==> src/verilog/ex_config.svh <==
`ifndef EX_CONFIG_SVH
`define EX_CONFIG_SVH

// data path width
`define EX_WORD_WIDTH 32

// register index width
`define EX_REG_BITS 3

// bit positions in the flags word
`define EX_FLAG_CF 0
`define EX_FLAG_ZF 6
`define EX_FLAG_SF 7
`define EX_FLAG_OF 11

`endif

==> src/verilog/ex_pkg.sv <==
`include "ex_config.svh"

package ex_pkg;

  typedef logic [`EX_WORD_WIDTH-1:0] word_t;
  typedef logic [`EX_WORD_WIDTH-1:0] addr_t;
  typedef logic [`EX_REG_BITS-1:0] reg_idx_t;
  // 0 is 8-bit, 1 is 16-bit, 2 is 32-bit
  typedef logic [1:0] size_t;

  typedef enum logic [2:0] {
    ALU_ADD,
    ALU_SUB,
    ALU_AND,
    ALU_OR,
    ALU_XOR,
    ALU_NOT_A,
    ALU_PASS_B,
    ALU_INC
  } alu_op_t;

  typedef struct packed {
    addr_t    neip;
    reg_idx_t dr1;
    reg_idx_t dr2;
    word_t    a;
    word_t    b;
    word_t    c;
    size_t    datasize;
    alu_op_t  aluk;
    logic     shift_dir;
    logic     use_shifter;
    logic     pass_a;
    logic     is_xchg;
    logic     is_cmpxchg;
    logic     is_cmps_first;
    logic     is_cmps_second;
    logic     ld_gpr1;
    logic     ld_gpr2;
    logic     dcache_write;
  } ex_uop_t;

  typedef struct packed {
    logic     valid;
    addr_t    neip;
    reg_idx_t dr1;
    reg_idx_t dr2;
    size_t    datasize;
    word_t    result_a;
    word_t    result_b;
    word_t    flags;
    logic     ld_gpr1;
    logic     ld_gpr2;
    logic     dcache_write;
  } wb_bundle_t;

  typedef struct packed {
    logic ld_gpr1;
    logic ld_gpr2;
    logic dcache_write;
  } dep_t;

  // ones over the active width of a data size
  function automatic word_t size_mask(input size_t size);
    case (size)
      2'd0:    return word_t'(32'h0000_00ff);
      2'd1:    return word_t'(32'h0000_ffff);
      default: return '1;
    endcase
  endfunction

  // sign bit of a data size
  function automatic word_t size_msb(input size_t size);
    case (size)
      2'd0:    return word_t'(32'h0000_0080);
      2'd1:    return word_t'(32'h0000_8000);
      default: return {1'b1, {(`EX_WORD_WIDTH-1){1'b0}}};
    endcase
  endfunction

endpackage

==> src/verilog/ex_input_latch.sv <==
`timescale 1ns/100ps

module ex_input_latch (
  input  logic             clk,
  input  logic             reset,
  input  logic             ex_v,
  input  ex_pkg::ex_uop_t  ex_in,
  input  logic             stall,
  output ex_pkg::ex_uop_t  uop,
  output logic             uop_valid
);
  import ex_pkg::*;

  // valid bit
  always_ff @(posedge clk) begin
    if (reset) begin
      uop_valid <= 1'b0;
    end else if (!stall) begin
      uop_valid <= ex_v;
    end
  end

  // micro-op payload
  always_ff @(posedge clk) begin
    if (!stall) begin
      uop <= ex_in;
    end
  end

endmodule

==> src/verilog/operand_select_ex.sv <==
`timescale 1ns/100ps

module operand_select_ex (
  input  logic             clk,
  input  logic             reset,
  input  logic             uop_valid,
  input  logic             stall,
  input  ex_pkg::ex_uop_t  uop,
  output ex_pkg::word_t    b_sel
);
  import ex_pkg::*;

  word_t cmps_a;
  logic  cmps_load;

  // first CMPS uop leaves its A for the second one
  assign cmps_load = uop_valid && uop.is_cmps_first && !stall;

  always_ff @(posedge clk) begin
    if (reset) begin
      cmps_a <= '0;
    end else if (cmps_load) begin
      cmps_a <= uop.a;
    end
  end

  assign b_sel = uop.is_cmps_second ? cmps_a : uop.b;

endmodule

==> src/verilog/alu32.sv <==
`include "ex_config.svh"
`timescale 1ns/100ps

module alu32 (
  input  ex_pkg::word_t    a,
  input  ex_pkg::word_t    b,
  input  ex_pkg::alu_op_t  aluk,
  input  ex_pkg::size_t    datasize,
  output ex_pkg::word_t    result,
  output ex_pkg::word_t    flags
);
  import ex_pkg::*;

  word_t                   mask;
  word_t                   msb;
  word_t                   am;
  word_t                   bm;
  word_t                   res;
  logic [`EX_WORD_WIDTH:0] wide;
  logic [`EX_WORD_WIDTH:0] carry_bit;
  logic                    sa;
  logic                    sb;
  logic                    sr;
  logic                    cf;
  logic                    of;

  always_comb begin
    mask      = size_mask(datasize);
    msb       = size_msb(datasize);
    am        = a & mask;
    bm        = b & mask;
    carry_bit = {msb, 1'b0};
    case (aluk)
      ALU_ADD:    wide = {1'b0, am} + {1'b0, bm};
      ALU_SUB:    wide = {1'b0, am} - {1'b0, bm};
      ALU_INC:    wide = {1'b0, am} + 1'b1;
      ALU_AND:    wide = {1'b0, am & bm};
      ALU_OR:     wide = {1'b0, am | bm};
      ALU_XOR:    wide = {1'b0, am ^ bm};
      ALU_NOT_A:  wide = {1'b0, ~am};
      default:    wide = {1'b0, bm};
    endcase
    res = wide[`EX_WORD_WIDTH-1:0] & mask;
    sa  = |(am & msb);
    sb  = |(bm & msb);
    sr  = |(res & msb);
    // carry or borrow sits one above the size msb
    cf  = 1'b0;
    of  = 1'b0;
    case (aluk)
      ALU_ADD: begin
        cf = |(wide & carry_bit);
        of = (sa == sb) && (sr != sa);
      end
      ALU_INC: begin
        cf = |(wide & carry_bit);
        of = !sa && sr;
      end
      ALU_SUB: begin
        cf = |(wide & carry_bit);
        of = (sa != sb) && (sr != sa);
      end
      default: begin
        cf = 1'b0;
        of = 1'b0;
      end
    endcase
    flags              = '0;
    flags[`EX_FLAG_CF] = cf;
    flags[`EX_FLAG_ZF] = (res == '0);
    flags[`EX_FLAG_SF] = sr;
    flags[`EX_FLAG_OF] = of;
    result             = res;
  end

endmodule

==> src/verilog/shifter32.sv <==
`include "ex_config.svh"
`timescale 1ns/100ps

module shifter32 (
  input  logic           shift_dir,
  input  ex_pkg::word_t  a,
  input  ex_pkg::word_t  b,
  input  ex_pkg::size_t  datasize,
  output ex_pkg::word_t  result,
  output ex_pkg::word_t  flags
);
  import ex_pkg::*;

  word_t                   mask;
  word_t                   am;
  word_t                   res;
  logic [4:0]              cnt;
  logic [`EX_WORD_WIDTH:0] left_wide;
  logic [`EX_WORD_WIDTH:0] right_wide;
  logic                    in_range;
  logic                    cf;

  always_comb begin
    mask       = size_mask(datasize);
    am         = a & mask;
    cnt        = b[4:0];
    left_wide  = {1'b0, am} << cnt;
    right_wide = {am, 1'b0} >> cnt;
    // count is nonzero and below the operand width
    in_range   = (cnt != 5'd0) && (|(mask >> cnt));
    if (shift_dir) begin
      res = right_wide[`EX_WORD_WIDTH:1];
      cf  = in_range && right_wide[0];
    end else begin
      res = left_wide[`EX_WORD_WIDTH-1:0] & mask;
      // bit pushed just past the size msb
      cf  = in_range && (|(left_wide & {size_msb(datasize), 1'b0}));
    end
    flags              = '0;
    flags[`EX_FLAG_CF] = cf;
    flags[`EX_FLAG_ZF] = (res == '0);
    flags[`EX_FLAG_SF] = |(res & size_msb(datasize));
    result             = res;
  end

endmodule

==> src/verilog/result_select_ex.sv <==
`include "ex_config.svh"
`timescale 1ns/100ps

module result_select_ex (
  input  ex_pkg::ex_uop_t  uop,
  input  logic             uop_valid,
  input  ex_pkg::word_t    alu_result,
  input  ex_pkg::word_t    alu_flags,
  input  ex_pkg::word_t    shift_result,
  input  ex_pkg::word_t    shift_flags,
  output ex_pkg::word_t    result_a,
  output ex_pkg::word_t    result_b,
  output ex_pkg::word_t    flags,
  output logic             ld_gpr1,
  output logic             ld_gpr2,
  output logic             dcache_write,
  output ex_pkg::dep_t     dep
);
  import ex_pkg::*;

  logic zf;
  logic xchg_fail;

  assign flags     = uop.use_shifter ? shift_flags : alu_flags;
  assign zf        = flags[`EX_FLAG_ZF];
  // compare miss on cmpxchg loads the accumulator instead
  assign xchg_fail = uop.is_cmpxchg && !zf;

  always_comb begin
    if (uop.pass_a) begin
      result_a = uop.a;
      result_b = uop.c;
    end else if (uop.is_xchg) begin
      result_a = uop.b;
      result_b = uop.a;
    end else if (uop.is_cmpxchg) begin
      result_a = zf ? uop.c : alu_result;
      result_b = zf ? uop.c : uop.a;
    end else begin
      result_a = uop.use_shifter ? shift_result : alu_result;
      result_b = uop.c;
    end
  end

  always_comb begin
    if (uop.is_cmpxchg) begin
      ld_gpr1      = uop.ld_gpr1 && !xchg_fail;
      ld_gpr2      = xchg_fail;
      dcache_write = uop.dcache_write && !xchg_fail;
    end else begin
      ld_gpr1      = uop.ld_gpr1;
      ld_gpr2      = uop.ld_gpr2;
      dcache_write = uop.dcache_write;
    end
  end

  // enables seen by the hazard logic
  always_comb begin
    dep.ld_gpr1      = ld_gpr1 && uop_valid;
    dep.ld_gpr2      = ld_gpr2 && uop_valid;
    dep.dcache_write = dcache_write && uop_valid;
  end

endmodule

==> src/verilog/execute.sv <==
`timescale 1ns/100ps

module execute (
  input  logic               clk,
  input  logic               reset,
  input  logic               stall,
  input  ex_pkg::ex_uop_t    uop,
  input  logic               uop_valid,
  output ex_pkg::wb_bundle_t bundle,
  output ex_pkg::dep_t       dep
);
  import ex_pkg::*;

  word_t b_sel;
  word_t alu_result;
  word_t alu_flags;
  word_t shift_result;
  word_t shift_flags;
  word_t result_a;
  word_t result_b;
  word_t flags;
  logic  ld_gpr1;
  logic  ld_gpr2;
  logic  dcache_write;

  operand_select_ex u_operand_select_ex (
    .clk       (clk),
    .reset     (reset),
    .uop_valid (uop_valid),
    .stall     (stall),
    .uop       (uop),
    .b_sel     (b_sel)
  );

  alu32 u_alu32 (
    .a        (uop.a),
    .b        (b_sel),
    .aluk     (uop.aluk),
    .datasize (uop.datasize),
    .result   (alu_result),
    .flags    (alu_flags)
  );

  shifter32 u_shifter32 (
    .shift_dir (uop.shift_dir),
    .a         (uop.a),
    .b         (b_sel),
    .datasize  (uop.datasize),
    .result    (shift_result),
    .flags     (shift_flags)
  );

  result_select_ex u_result_select_ex (
    .uop          (uop),
    .uop_valid    (uop_valid),
    .alu_result   (alu_result),
    .alu_flags    (alu_flags),
    .shift_result (shift_result),
    .shift_flags  (shift_flags),
    .result_a     (result_a),
    .result_b     (result_b),
    .flags        (flags),
    .ld_gpr1      (ld_gpr1),
    .ld_gpr2      (ld_gpr2),
    .dcache_write (dcache_write),
    .dep          (dep)
  );

  // ex fields pass on to wb
  always_comb begin
    bundle.valid        = uop_valid;
    bundle.neip         = uop.neip;
    bundle.dr1          = uop.dr1;
    bundle.dr2          = uop.dr2;
    bundle.datasize     = uop.datasize;
    bundle.result_a     = result_a;
    bundle.result_b     = result_b;
    bundle.flags        = flags;
    bundle.ld_gpr1      = ld_gpr1;
    bundle.ld_gpr2      = ld_gpr2;
    bundle.dcache_write = dcache_write;
  end

endmodule

==> src/verilog/wb_output_latch.sv <==
`timescale 1ns/100ps

module wb_output_latch (
  input  logic               clk,
  input  logic               reset,
  input  logic               stall,
  input  ex_pkg::wb_bundle_t bundle,
  output ex_pkg::wb_bundle_t wb_out
);
  import ex_pkg::*;

  logic load;

  assign load = !stall;

  // result bundle register
  always_ff @(posedge clk) begin
    if (load) begin
      wb_out <= bundle;
    end
    if (reset) begin
      wb_out.valid <= 1'b0;
    end
  end

endmodule

==> src/verilog/ex_stage_top.sv <==
`timescale 1ns/100ps

module ex_stage_top (
  input  logic               clk,
  input  logic               reset,
  input  logic               ex_v,
  input  ex_pkg::ex_uop_t    ex_in,
  input  logic               wb_stall,
  output ex_pkg::wb_bundle_t wb_out,
  output ex_pkg::dep_t       dep_valid
);
  import ex_pkg::*;

  ex_uop_t    uop;
  logic       uop_valid;
  wb_bundle_t bundle;

  ex_input_latch u_ex_input_latch (
    .clk       (clk),
    .reset     (reset),
    .ex_v      (ex_v),
    .ex_in     (ex_in),
    .stall     (wb_stall),
    .uop       (uop),
    .uop_valid (uop_valid)
  );

  execute u_execute (
    .clk       (clk),
    .reset     (reset),
    .stall     (wb_stall),
    .uop       (uop),
    .uop_valid (uop_valid),
    .bundle    (bundle),
    .dep       (dep_valid)
  );

  wb_output_latch u_wb_output_latch (
    .clk    (clk),
    .reset  (reset),
    .stall  (wb_stall),
    .bundle (bundle),
    .wb_out (wb_out)
  );

endmodule

==> config.mk <==
export PLATFORM = sky130hd
export DESIGN_NAME = ex_stage_top
export DESIGN_NICKNAME = d
export VERILOG_FILES = /design/src/verilog/ex_pkg.sv /design/src/verilog/ex_input_latch.sv /design/src/verilog/operand_select_ex.sv /design/src/verilog/alu32.sv /design/src/verilog/shifter32.sv /design/src/verilog/result_select_ex.sv /design/src/verilog/execute.sv /design/src/verilog/wb_output_latch.sv /design/src/verilog/ex_stage_top.sv
export VERILOG_INCLUDE_DIRS = /design/src /design/src/verilog
export SDC_FILE = /design/constraint.sdc
export NUM_CORES = 1
export LEC_CHECK = 0
export CAP_MARGIN = 40
export CORE_MARGIN = 5
export CORE_UTILIZATION = 55
export CTS_BUF_LIST = sky130_fd_sc_hd__clkbuf_8
export CTS_CLUSTER_DIAMETER = 50
export DETAILED_ROUTE_END_ITERATION = 8
export DONT_BUFFER_PORTS = 1
export PLACE_DENSITY = 0.82
export SLEW_MARGIN = 20
export SYNTH_ARGS = -nofsm -noshare
export SYNTH_HDL_FRONTEND = slang
export SYNTH_HIERARCHICAL = 1
export SYNTH_SLANG_ARGS = --single-unit
==> constraint.sdc <==
create_clock -name clk -period 13.11 [get_ports clk]
set_clock_uncertainty 0.2 [all_clocks]
set_input_delay 0.6555 -clock clk [delete_from_list [all_inputs] [get_ports clk]]
set_output_delay 0.6555 -clock clk [all_outputs]
set_load 0.005 [all_outputs]
==> key figures, run 1 <==
Routing
  • WL final: 97,030 um
  • ANT nets after route: 0
  • # DRC: 0
  • Routed vias/inst: 6.896
  • DR vias: 22,040
  • Avg WL per Cell: 30.36 um
  • Drt pass-1 iters: 7
  • DR iter-0 viols: 3,507

Timing
  • Smallest hold slack: 76.93 ps
  • Crit path time final: 9038 ps
  • Setup violators final: 0
  • Final period util: 68.94%
  • RSZ-0062 raised after global routing: false
  • Peak Freq: 110.7 MHz
  • Final Hold Viols: 0
  • Worst Tran Pin Value: 1034 ps
  • Slew headroom: 30.31%
  • Slew Limit Fails: 0
  • Setup tns final: 0 ps

Global routing
  • Initial antenna violation count: 3
  • Overflow left after global routing: 0
  • GRT busiest layer: met2
  • GRT met3 Usage: 10.59%
  • Gr usage total: 38.23%
  • Largest net degree at the start of global routing: 98
  • Grt met1 use: 48.40%
  • First-pass GRT wire length: 139,100 um
  • Vias in the first global route: 20,990
  • Met2 global-route usage: 58.16%

Cells and area
  • N_diodes: 0
  • Final #Nets: 2,810
  • Utilization after layout: 61.08%
  • Area delta synth->final: 10.13%
  • Layout cells sized above 1: 10.98%

Critical path
  • CP bufs+invs: 3
  • Critical path data arrival time: 8180 ps
  • WP data required: 12,250 ps
  • Crit path max-delay family: simple AND/OR/NAND/NOR gates
  • Worst path slowest cell: or4_1
  • CP Class: flop to output port
  • Top fanout value on the critical path: 60
  • CP Launch Type: flop
  • Crit-path max cell delay: 620 ps
  • Crit end category: output port

Die
  • Row cnt: 77
  • Initial Util: 55.46%
  • Die ar.: 48,710 um^2
  • Die width: 220.7 um
  • Die Height: 220.7 um
  • Num ports: 296
  • Core area: 44,030 um^2

CTS
  • Worst-Skew Late Latency: 700 ps
  • Cts repair resizes: 0
  • Clock slew seen by the registers of the worst setup and hold paths: 80 ps
  • CTS tree: yes
  • CTS Buffer Depth: 3
  • Clock sinks: 322
  • Hold buffers post-CTS: 152
  • CTS Buf Count: 54
  • Setup bufs post-CTS: 0
  • H-Tree Level Count: 2
  • CTS root buf: clkbuf_8

Place
  • Routability cong.: 1.102
  • Dpl hpwl: 66,970 um
  • PortBufs: 0

Pwr
  • Leak: 10.42 nW
  • Power per cell area: 122.4 nW/um^2
  • VDD IR max: 0.0001073 V

Yosys
  • Mapped Cells: 2,516
  • Mapped Area: 24,420 um^2
  • Post-synth EDFFs: 288
  • Register bit total from synthesis: 322
  • Primary FF master, synth: edfxtp_1
  • Syn avg cell area: 9.705 um^2
  • Ys async rst share: 0%
  • Seq/Total Area, Yosys: 38.20%
  • Synthesis Warnings: 6
  • Netlist cell types: 98

Run status
  • Status: finished clean

Job
  • Max-cap violations: 0

Min path
  • Worst min-delay path class: primary input to flop
-- worst reg2reg max path: cells and delay by family, from the launching register on --
| kind | cells | cell delay [ps] |
|---|---|---|
| AND/OR/NAND/NOR | 10 | 2890 |
| flip-flops | 1 | 340 |
| adder cells (fa/ha/maj) | 1 | 390 |
| XOR/XNOR | 2 | 270 |
| buffers and inverters | 4 | 1500 |
| AO/OA/AOI/OAI | 7 | 1900 |
| multiplexers | 2 | 530 |
-- layout by cell type, fill, tap and decap left out, drive strengths merged, types with 30 or more instances in the layout --
cell type    netlist  final
dfxtp             34     34
nand2            200    200
buf              177     65
a22oi             50     50
o31ai             48     48
conb               2     57
nor2             132    132
mux2              86     86
clkinv             1     32
o21ai            146    146
o22ai             50     50
a21oi            104    104
nand2b           176    176
a211oi            48     48
clkbuf           109     55
o211ai            52     52
edfxtp           288    288
nor2b             76     76
dlygate4sd3        0    151
ha                98     98
inv               91     99
xnor2             42     42
mux2i            134    134
nor3              30     30
-- synth_stat cells (20+ instances only) --
| master | number | area (um^2) |
|---|---|---|
| mux2_2 | 83 | 934.7 |
| nor3_1 | 28 | 140.1 |
| nor2_1 | 132 | 495.5 |
| mux2i_1 | 133 | 1331 |
| a21oi_1 | 103 | 515.5 |
| xnor2_1 | 42 | 367.9 |
| o21ai_0 | 126 | 630.6 |
| a22oi_1 | 50 | 375.4 |
| o211ai_1 | 52 | 390.4 |
| ha_1 | 98 | 1226 |
| nand3_1 | 22 | 110.1 |
| o22ai_1 | 50 | 312.8 |
| a31oi_1 | 25 | 156.4 |
| o31ai_1 | 47 | 352.8 |
| o21ai_1 | 20 | 100.1 |
| dfxtp_1 | 34 | 680.7 |
| edfxtp_1 | 288 | 8648 |
| buf_2 | 35 | 175.2 |
| a211oi_1 | 44 | 330.3 |
| buf_4 | 112 | 840.8 |
| inv_1 | 89 | 334.1 |
| nor2b_1 | 76 | 475.5 |
| clkbuf_1 | 108 | 405.4 |
| nand2_1 | 199 | 747.0 |
| nand2b_1 | 176 | 1101 |
-- cell families (layout without fill, tap and decap cells) --
group / count (synthesis) / after routing / share of synthesized area [%]
DFF: 322 / 322 / 38.20
other: 2 / 57 / 0.03076
adders and majority gates: 99 / 99 / 5.104
xor gates and xnor gates: 49 / 49 / 1.758
muxes: 242 / 242 / 11.59
and+or+nand+nor: 731 / 731 / 15.40
AOI/OAI and AO/OA: 693 / 693 / 19.37
buffers and inverters: 378 / 411 / 8.547
-- power breakdown --
group	switching [mW]	internal (mW)	total [mW]
clock	0.467	0.495	0.963
combinational	0.655	0.368	1.02
sequential	0.0903	1.22	1.31
-- final timing paths --
| path | from | end | slack [ps] | cells after the start |
|---|---|---|---|---|
| worst min register to register | u_ex_input_latch/uop[125]$_DFFE_PN_ | u_wb_output_latch/wb_out[115]$_DFFE_PN_ | 200 | 0 |
| worst min-delay path | reset | u_wb_output_latch/wb_out[139]$_SDFFE_PP0N_ | 80 | 2 |
| worst max-delay path | u_ex_input_latch/uop[3]$_DFFE_PN_ | dep_valid[1] | 4070 | 26 |
| worst max register to register | u_ex_input_latch/uop[3]$_DFFE_PN_ | u_wb_output_latch/wb_out[41]$_DFFE_PN_ | 4820 | 26 |
-- per-stage QoR --
step | setup WS, ps | total power, mW | std cells | instance area (um^2)
2_1_floorplan | 6344 | 1.958 | 2571 | 24620
3_3_place_gp | 5208 | 2.222 | 2930 | 24050
3_5_place_dp | 5051 | 2.241 | 2938 | 24170
4_1_cts | 4249 | 3.221 | 3192 | 26830
5_1_grt | 3678 | 3.396 | 3196 | 26890
6_report | 4072 | 3.292 | 3196 | 26890
-- per-layer routing --
metal,share of wire [%],vias up
li1,-,9302
met1,36,10480
met2,43,1814
met3,13,440
met4,8.0,4
met5,0.026,-
-- layout make-up --
type                    instances  area (um^2)
repair buffers                217         2111
well taps                     592        740.7
clock inverters                48        387.9
clock buffers                  54        743.2
inverters                      92        355.3
flip-flops and latches        322         9329
multi-input cells            1871        13230
fillers                      3530        17140
-- state kept, by name, summed over array words and instances, names as in the netlist --
name                                  cells
u_ex_input_latch/uop                    149
u_ex_input_latch/uop_valid                1
u_execute/u_operand_select_ex/cmps_a     32
u_wb_output_latch/wb_out                140
No activity file was read; power rests on OpenSTA's default activity.
==> run 2: changes to the inputs <==
--- a/config.mk
+++ b/config.mk
@@ -6,6 +6,7 @@
 export SDC_FILE = /design/constraint.sdc
 export NUM_CORES = 1
 export LEC_CHECK = 0
+export ABC_AREA = 1
 export CAP_MARGIN = 40
 export CORE_MARGIN = 5
 export CORE_UTILIZATION = 55
==> constraint.sdc (replaced) <==
create_clock -name clk -period 8.4 [get_ports clk]
set_clock_uncertainty 0.2 [all_clocks]
set_input_delay 0.42 -clock clk [delete_from_list [all_inputs] [get_ports clk]]
set_output_delay 0.42 -clock clk [all_outputs]
set_load 0.005 [all_outputs]
==> run 2 against run 1 <==
Combinational power grew 68%. Area after synthesis increased by 1.1%. Via count increased by 9.6%. Global-route usage shrank 6.1 points. Flip-flop and latch count unchanged. Die area is 1.1% higher. Sequential power grew 56%. Clock power is 46% higher. Wire length down 14%. First-iteration DRC count down 7.6%.
==> key figures, run 2 <==
Yosys
  • Most instantiated cells after synthesis: nand2_1, nand3_1, inv_1 (was edfxtp_1, nand2_1, nand2b_1)
  • Mux cell area share after synthesis: 0% (was 11.59%)
  • Simple-Gate Fraction of Synth Area: 37.71% (was 15.40%)
  • Synthesis Warnings: 6 (unchanged)
  • Netlist cell types: 53 (was 98)
  • Seq/Total Area, Yosys: 37.78% (was 38.20%)
  • Mapped Area: 24,690 um^2 (was 24,420 um^2)
  • Main combinational cell family by area after synthesis: simple AND/OR/NAND/NOR gates (was compound AO/OA/AOI/OAI gates)
  • Register bit total from synthesis: 322 (unchanged)
  • Mapped Cells: 3,572 (was 2,516)
  • Compound-Gate Fraction of Synth Area: 6.172% (was 19.37%)
  • Primary FF master, synth: edfxtp_1 (unchanged)
  • Xor/xnor share of the synthesized area: 0.07094% (was 1.758%)
  • Syn avg cell area: 6.912 um^2 (was 9.705 um^2)
  • Post-synthesis adder-cell area fraction: 5.047% (was 5.104%)
  • Ranking of synthesized cells by area: edfxtp_1, nand2_1, nand3_1, inv_1, nor2_1 (was edfxtp_1, mux2i_1, ha_1, nand2b_1, mux2_2)
  • Ys async rst share: 0% (unchanged)
  • Post-synth EDFFs: 288 (unchanged)
  • Top-count cell post-synth: nand2_1 (was edfxtp_1)
  • Top-area cell type share of the netlist area: 35.03% (was 35.42%)
  • Synth area leader: edfxtp_1 (unchanged)

Pwr
  • Sequential power share: 39.5% (was 39.7%)
  • Clock power frac: 27.4% (was 29.2%)
  • Internal power: 3.177 mW (was 2.080 mW)
  • VDD IR max: 0.0002075 V (was 0.0001073 V)
  • Power per cell area: 191.1 nW/um^2 (was 122.4 nW/um^2)
  • NetSw: 1.981 mW (was 1.212 mW)
  • Comb power frac: 33.1% (was 31.1%)
  • Net Sw Frac: 38.40% (was 36.82%)
  • Leak: 13.60 nW (was 10.42 nW)

Cells and area
  • FF/Latch Area: 9329 um^2 (unchanged)
  • Fillcell total: 4,091 (was 3,530)
  • Most frequent cells in the layout: nand2_1, nand3_1, inv_1 (was edfxtp_1, nand2_1, nand2b_1)
  • Max FFs per register: 149 (unchanged)
  • Commonest non-fill, non-tap cell in the layout: nand2_1 (was edfxtp_1)
  • Final #Nets: 3,861 (was 2,810)
  • Layout cells sized above 1: 5.044% (was 10.98%)
  • Most flops, register: u_ex_input_latch/uop (unchanged)
  • Area delta synth->final: 9.319% (was 10.13%)
  • Biggest regs: u_ex_input_latch/uop x149, u_wb_output_latch/wb_out x140, u_execute/u_operand_select_ex/cmps_a x32 (unchanged)
  • Multi-input gate area: 12,380 um^2 (was 13,230 um^2)
  • Post-route cell area: 26,990 um^2 (was 26,890 um^2)
  • Finished Layout Cells: 4,242 (was 3,196)

Timing
  • Final period util: 87.49%
  • Slew headroom: 41.22% (was 30.31%)
  • Crit path time final: 7349 ps
  • RSZ-0062 raised after global routing: false (unchanged)
  • Worst Tran Pin Value: 881.8 ps (was 1034 ps)
  • Slew Limit Fails: 0 (unchanged)
  • Setup tns final: 0 ps (unchanged)
  • Final Hold Viols: 0 (unchanged)
  • Peak Freq: 136.1 MHz
  • Setup violators final: 0 (unchanged)

CTS
  • Clock slew seen by the registers of the worst setup and hold paths: 70 ps (was 80 ps)
  • CTS root buf: clkbuf_8 (unchanged)
  • Clock sinks: 322 (unchanged)
  • CTS tree: yes (unchanged)
  • H-Tree Level Count: 2 (unchanged)
  • CTS Buffer Depth: 3 (unchanged)
  • Worst-Skew Late Latency: 660 ps (was 700 ps)
  • Setup bufs post-CTS: 0 (unchanged)
  • CTS Buf Count: 53 (was 54)

Critical path
  • Crit path max-delay family: simple AND/OR/NAND/NOR gates (unchanged)
  • CP Launch Type: flop (unchanged)
  • Crit end category: output port (unchanged)
  • WP data required: 7780 ps (was 12,250 ps)
  • Worst path slowest cell: edfxtp_1 (was or4_1)
  • Crit-path max cell delay: 870 ps (was 620 ps)
  • CP Class: flop to output port (unchanged)
  • Critical path data arrival time: 6730 ps (was 8180 ps)
  • Most used cell along the critical path: nand2_1
  • Top fanout value on the critical path: 44 (was 60)
  • CP bufs+invs: 4 (was 3)

Routing
  • WL final: 83,340 um (was 97,030 um)
  • Routed vias/inst: 5.695 (was 6.896)
  • Drt pass-1 iters: 7 (unchanged)
  • ANT nets after route: 0 (unchanged)
  • DR iter-0 viols: 3,241 (was 3,507)
  • # DRC: 0 (unchanged)
  • Avg WL per Cell: 19.65 um (was 30.36 um)
  • DR vias: 24,160 (was 22,040)

Global routing
  • Overflow left after global routing: 0 (unchanged)
  • Largest net degree at the start of global routing: 89 (was 98)
  • Vias in the first global route: 21,810 (was 20,990)
  • Initial antenna violation count: 3 (unchanged)
  • First-pass GRT wire length: 126,000 um (was 139,100 um)
  • Gr usage total: 32.13% (was 38.23%)

Place
  • Placed cells: 3,989 (was 2,938)
  • PortBufs: 0 (unchanged)
  • Placed Instance Area: 24,330 um^2 (was 24,170 um^2)
  • Dpl hpwl: 59,050 um (was 66,970 um)
  • Routability cong.: 1.024 (was 1.102)

Die
  • Die ar.: 49,230 um^2 (was 48,710 um^2)
  • Core area: 44,320 um^2 (was 44,030 um^2)
  • Row cnt: 77 (unchanged)
  • Die width: 221.9 um (was 220.7 um)
  • Num ports: 296 (unchanged)
  • Die Height: 221.9 um (was 220.7 um)
  • Initial Util: 55.71% (was 55.46%)

Job
  • Max-cap violations: 0 (unchanged)

Run status
  • Status: finished clean (unchanged)

Min path
  • Worst min-delay path class: primary input to flop (unchanged)
-- run 2: cell types whose count changed in the layout (fill, tap and decap cells not counted), moves of 48 or more --
| cell | before | now |
|---|---|---|
| inv_1 | 92 | 409 |
| a22oi_1 | 50 | 2 |
| o22ai_1 | 50 | 1 |
| nand2_1 | 199 | 1236 |
| nand3_1 | 22 | 492 |
| mux2_2 | 83 | 0 |
| o21ai_0 | 126 | 77 |
| nor2_1 | 132 | 344 |
| nor2b_1 | 75 | 0 |
| mux2i_1 | 133 | 0 |
| nand2b_1 | 176 | 0 |
-- run 2: per-layer routing --
metal	global-route usage (%)	wire, um	vias to the layer above
met4	14.16	4431	2
met5	0	13	-
met2	49.56	36420	1590
li1	-	-	11440
met3	6.355	9126	257
met1	44.24	33350	10870
-- run 2: cells by family after synthesis --
| kind of cell | count (synthesis) |
|---|---|
| AOI/OAI and AO/OA | 278 |
| and+or+nand+nor | 2196 |
| other | 2 |
| xor gates and xnor gates | 2 |
| buffers and inverters | 673 |
| adders and majority gates | 99 |
| DFF | 322 |
-- run 2: per-stage QoR --
| step | setup WS, ps | hold slack [ps] | utilization, % | total power, mW |
|---|---|---|---|---|
| floorplan | 3517 | 289.9 | - | 3.242 |
| global placement | 1805 | 200.3 | 54.64 | 3.614 |
| detailed placement | 1608 | 204.5 | 54.89 | 3.637 |
| CTS | 1201 | 31.15 | 60.81 | 5.107 |
| global route | 598.1 | 51.73 | 60.90 | 5.445 |
| finish | 1051 | 15.82 | 60.91 | 5.158 |
-- run 2: cell type report --
cell class | count | area share, %
Multi-Input combinational cell | 2632 | 45.87
Tap cell | 592 | 2.744
Timing Repair Buffer | 192 | 7.078
Clock buffer | 55 | 2.804
Inverter | 408 | 5.757
Clock inverter | 39 | 1.168
Antenna cell | 2 | 0.01854
Sequential cell | 322 | 34.56
-- run 2: path summary, 6_finish.rpt --
kind / from / end / slack (ps) / cells after the start
max: u_ex_input_latch/uop[3]$_DFFE_PN_ / dep_valid[0] / 1050 / 31
min: wb_stall / u_wb_output_latch/wb_out[17]$_DFFE_PN_ / 20 / 1
max reg2reg: u_ex_input_latch/uop[3]$_DFFE_PN_ / u_wb_output_latch/wb_out[44]$_DFFE_PN_ / 1280 / 33
min reg2reg: u_ex_input_latch/uop[128]$_DFFE_PN_ / u_wb_output_latch/wb_out[118]$_DFFE_PN_ / 220 / 0
-- run 2: what timing repair did --
| action | CTS | global route |
|---|---|---|
| endpoints found under the hold margin | 161 | 33 |
| hold buffers | 155 | 1 |
| gates resized for setup | 0 | 0 |
-- run 2: power by group through the flow --
stage / registers, mW / clock network (mW) / logic, mW
4_1_cts: 2.03 / 1.43 / 1.65
6_report: 2.04 / 1.41 / 1.71
3_5_place_dp: 2.06 / 0 / 1.58
3_3_place_gp: 2.06 / 0 / 1.55
2_1_floorplan: 2.00 / 0 / 1.25
5_1_grt: 2.04 / 1.51 / 1.89
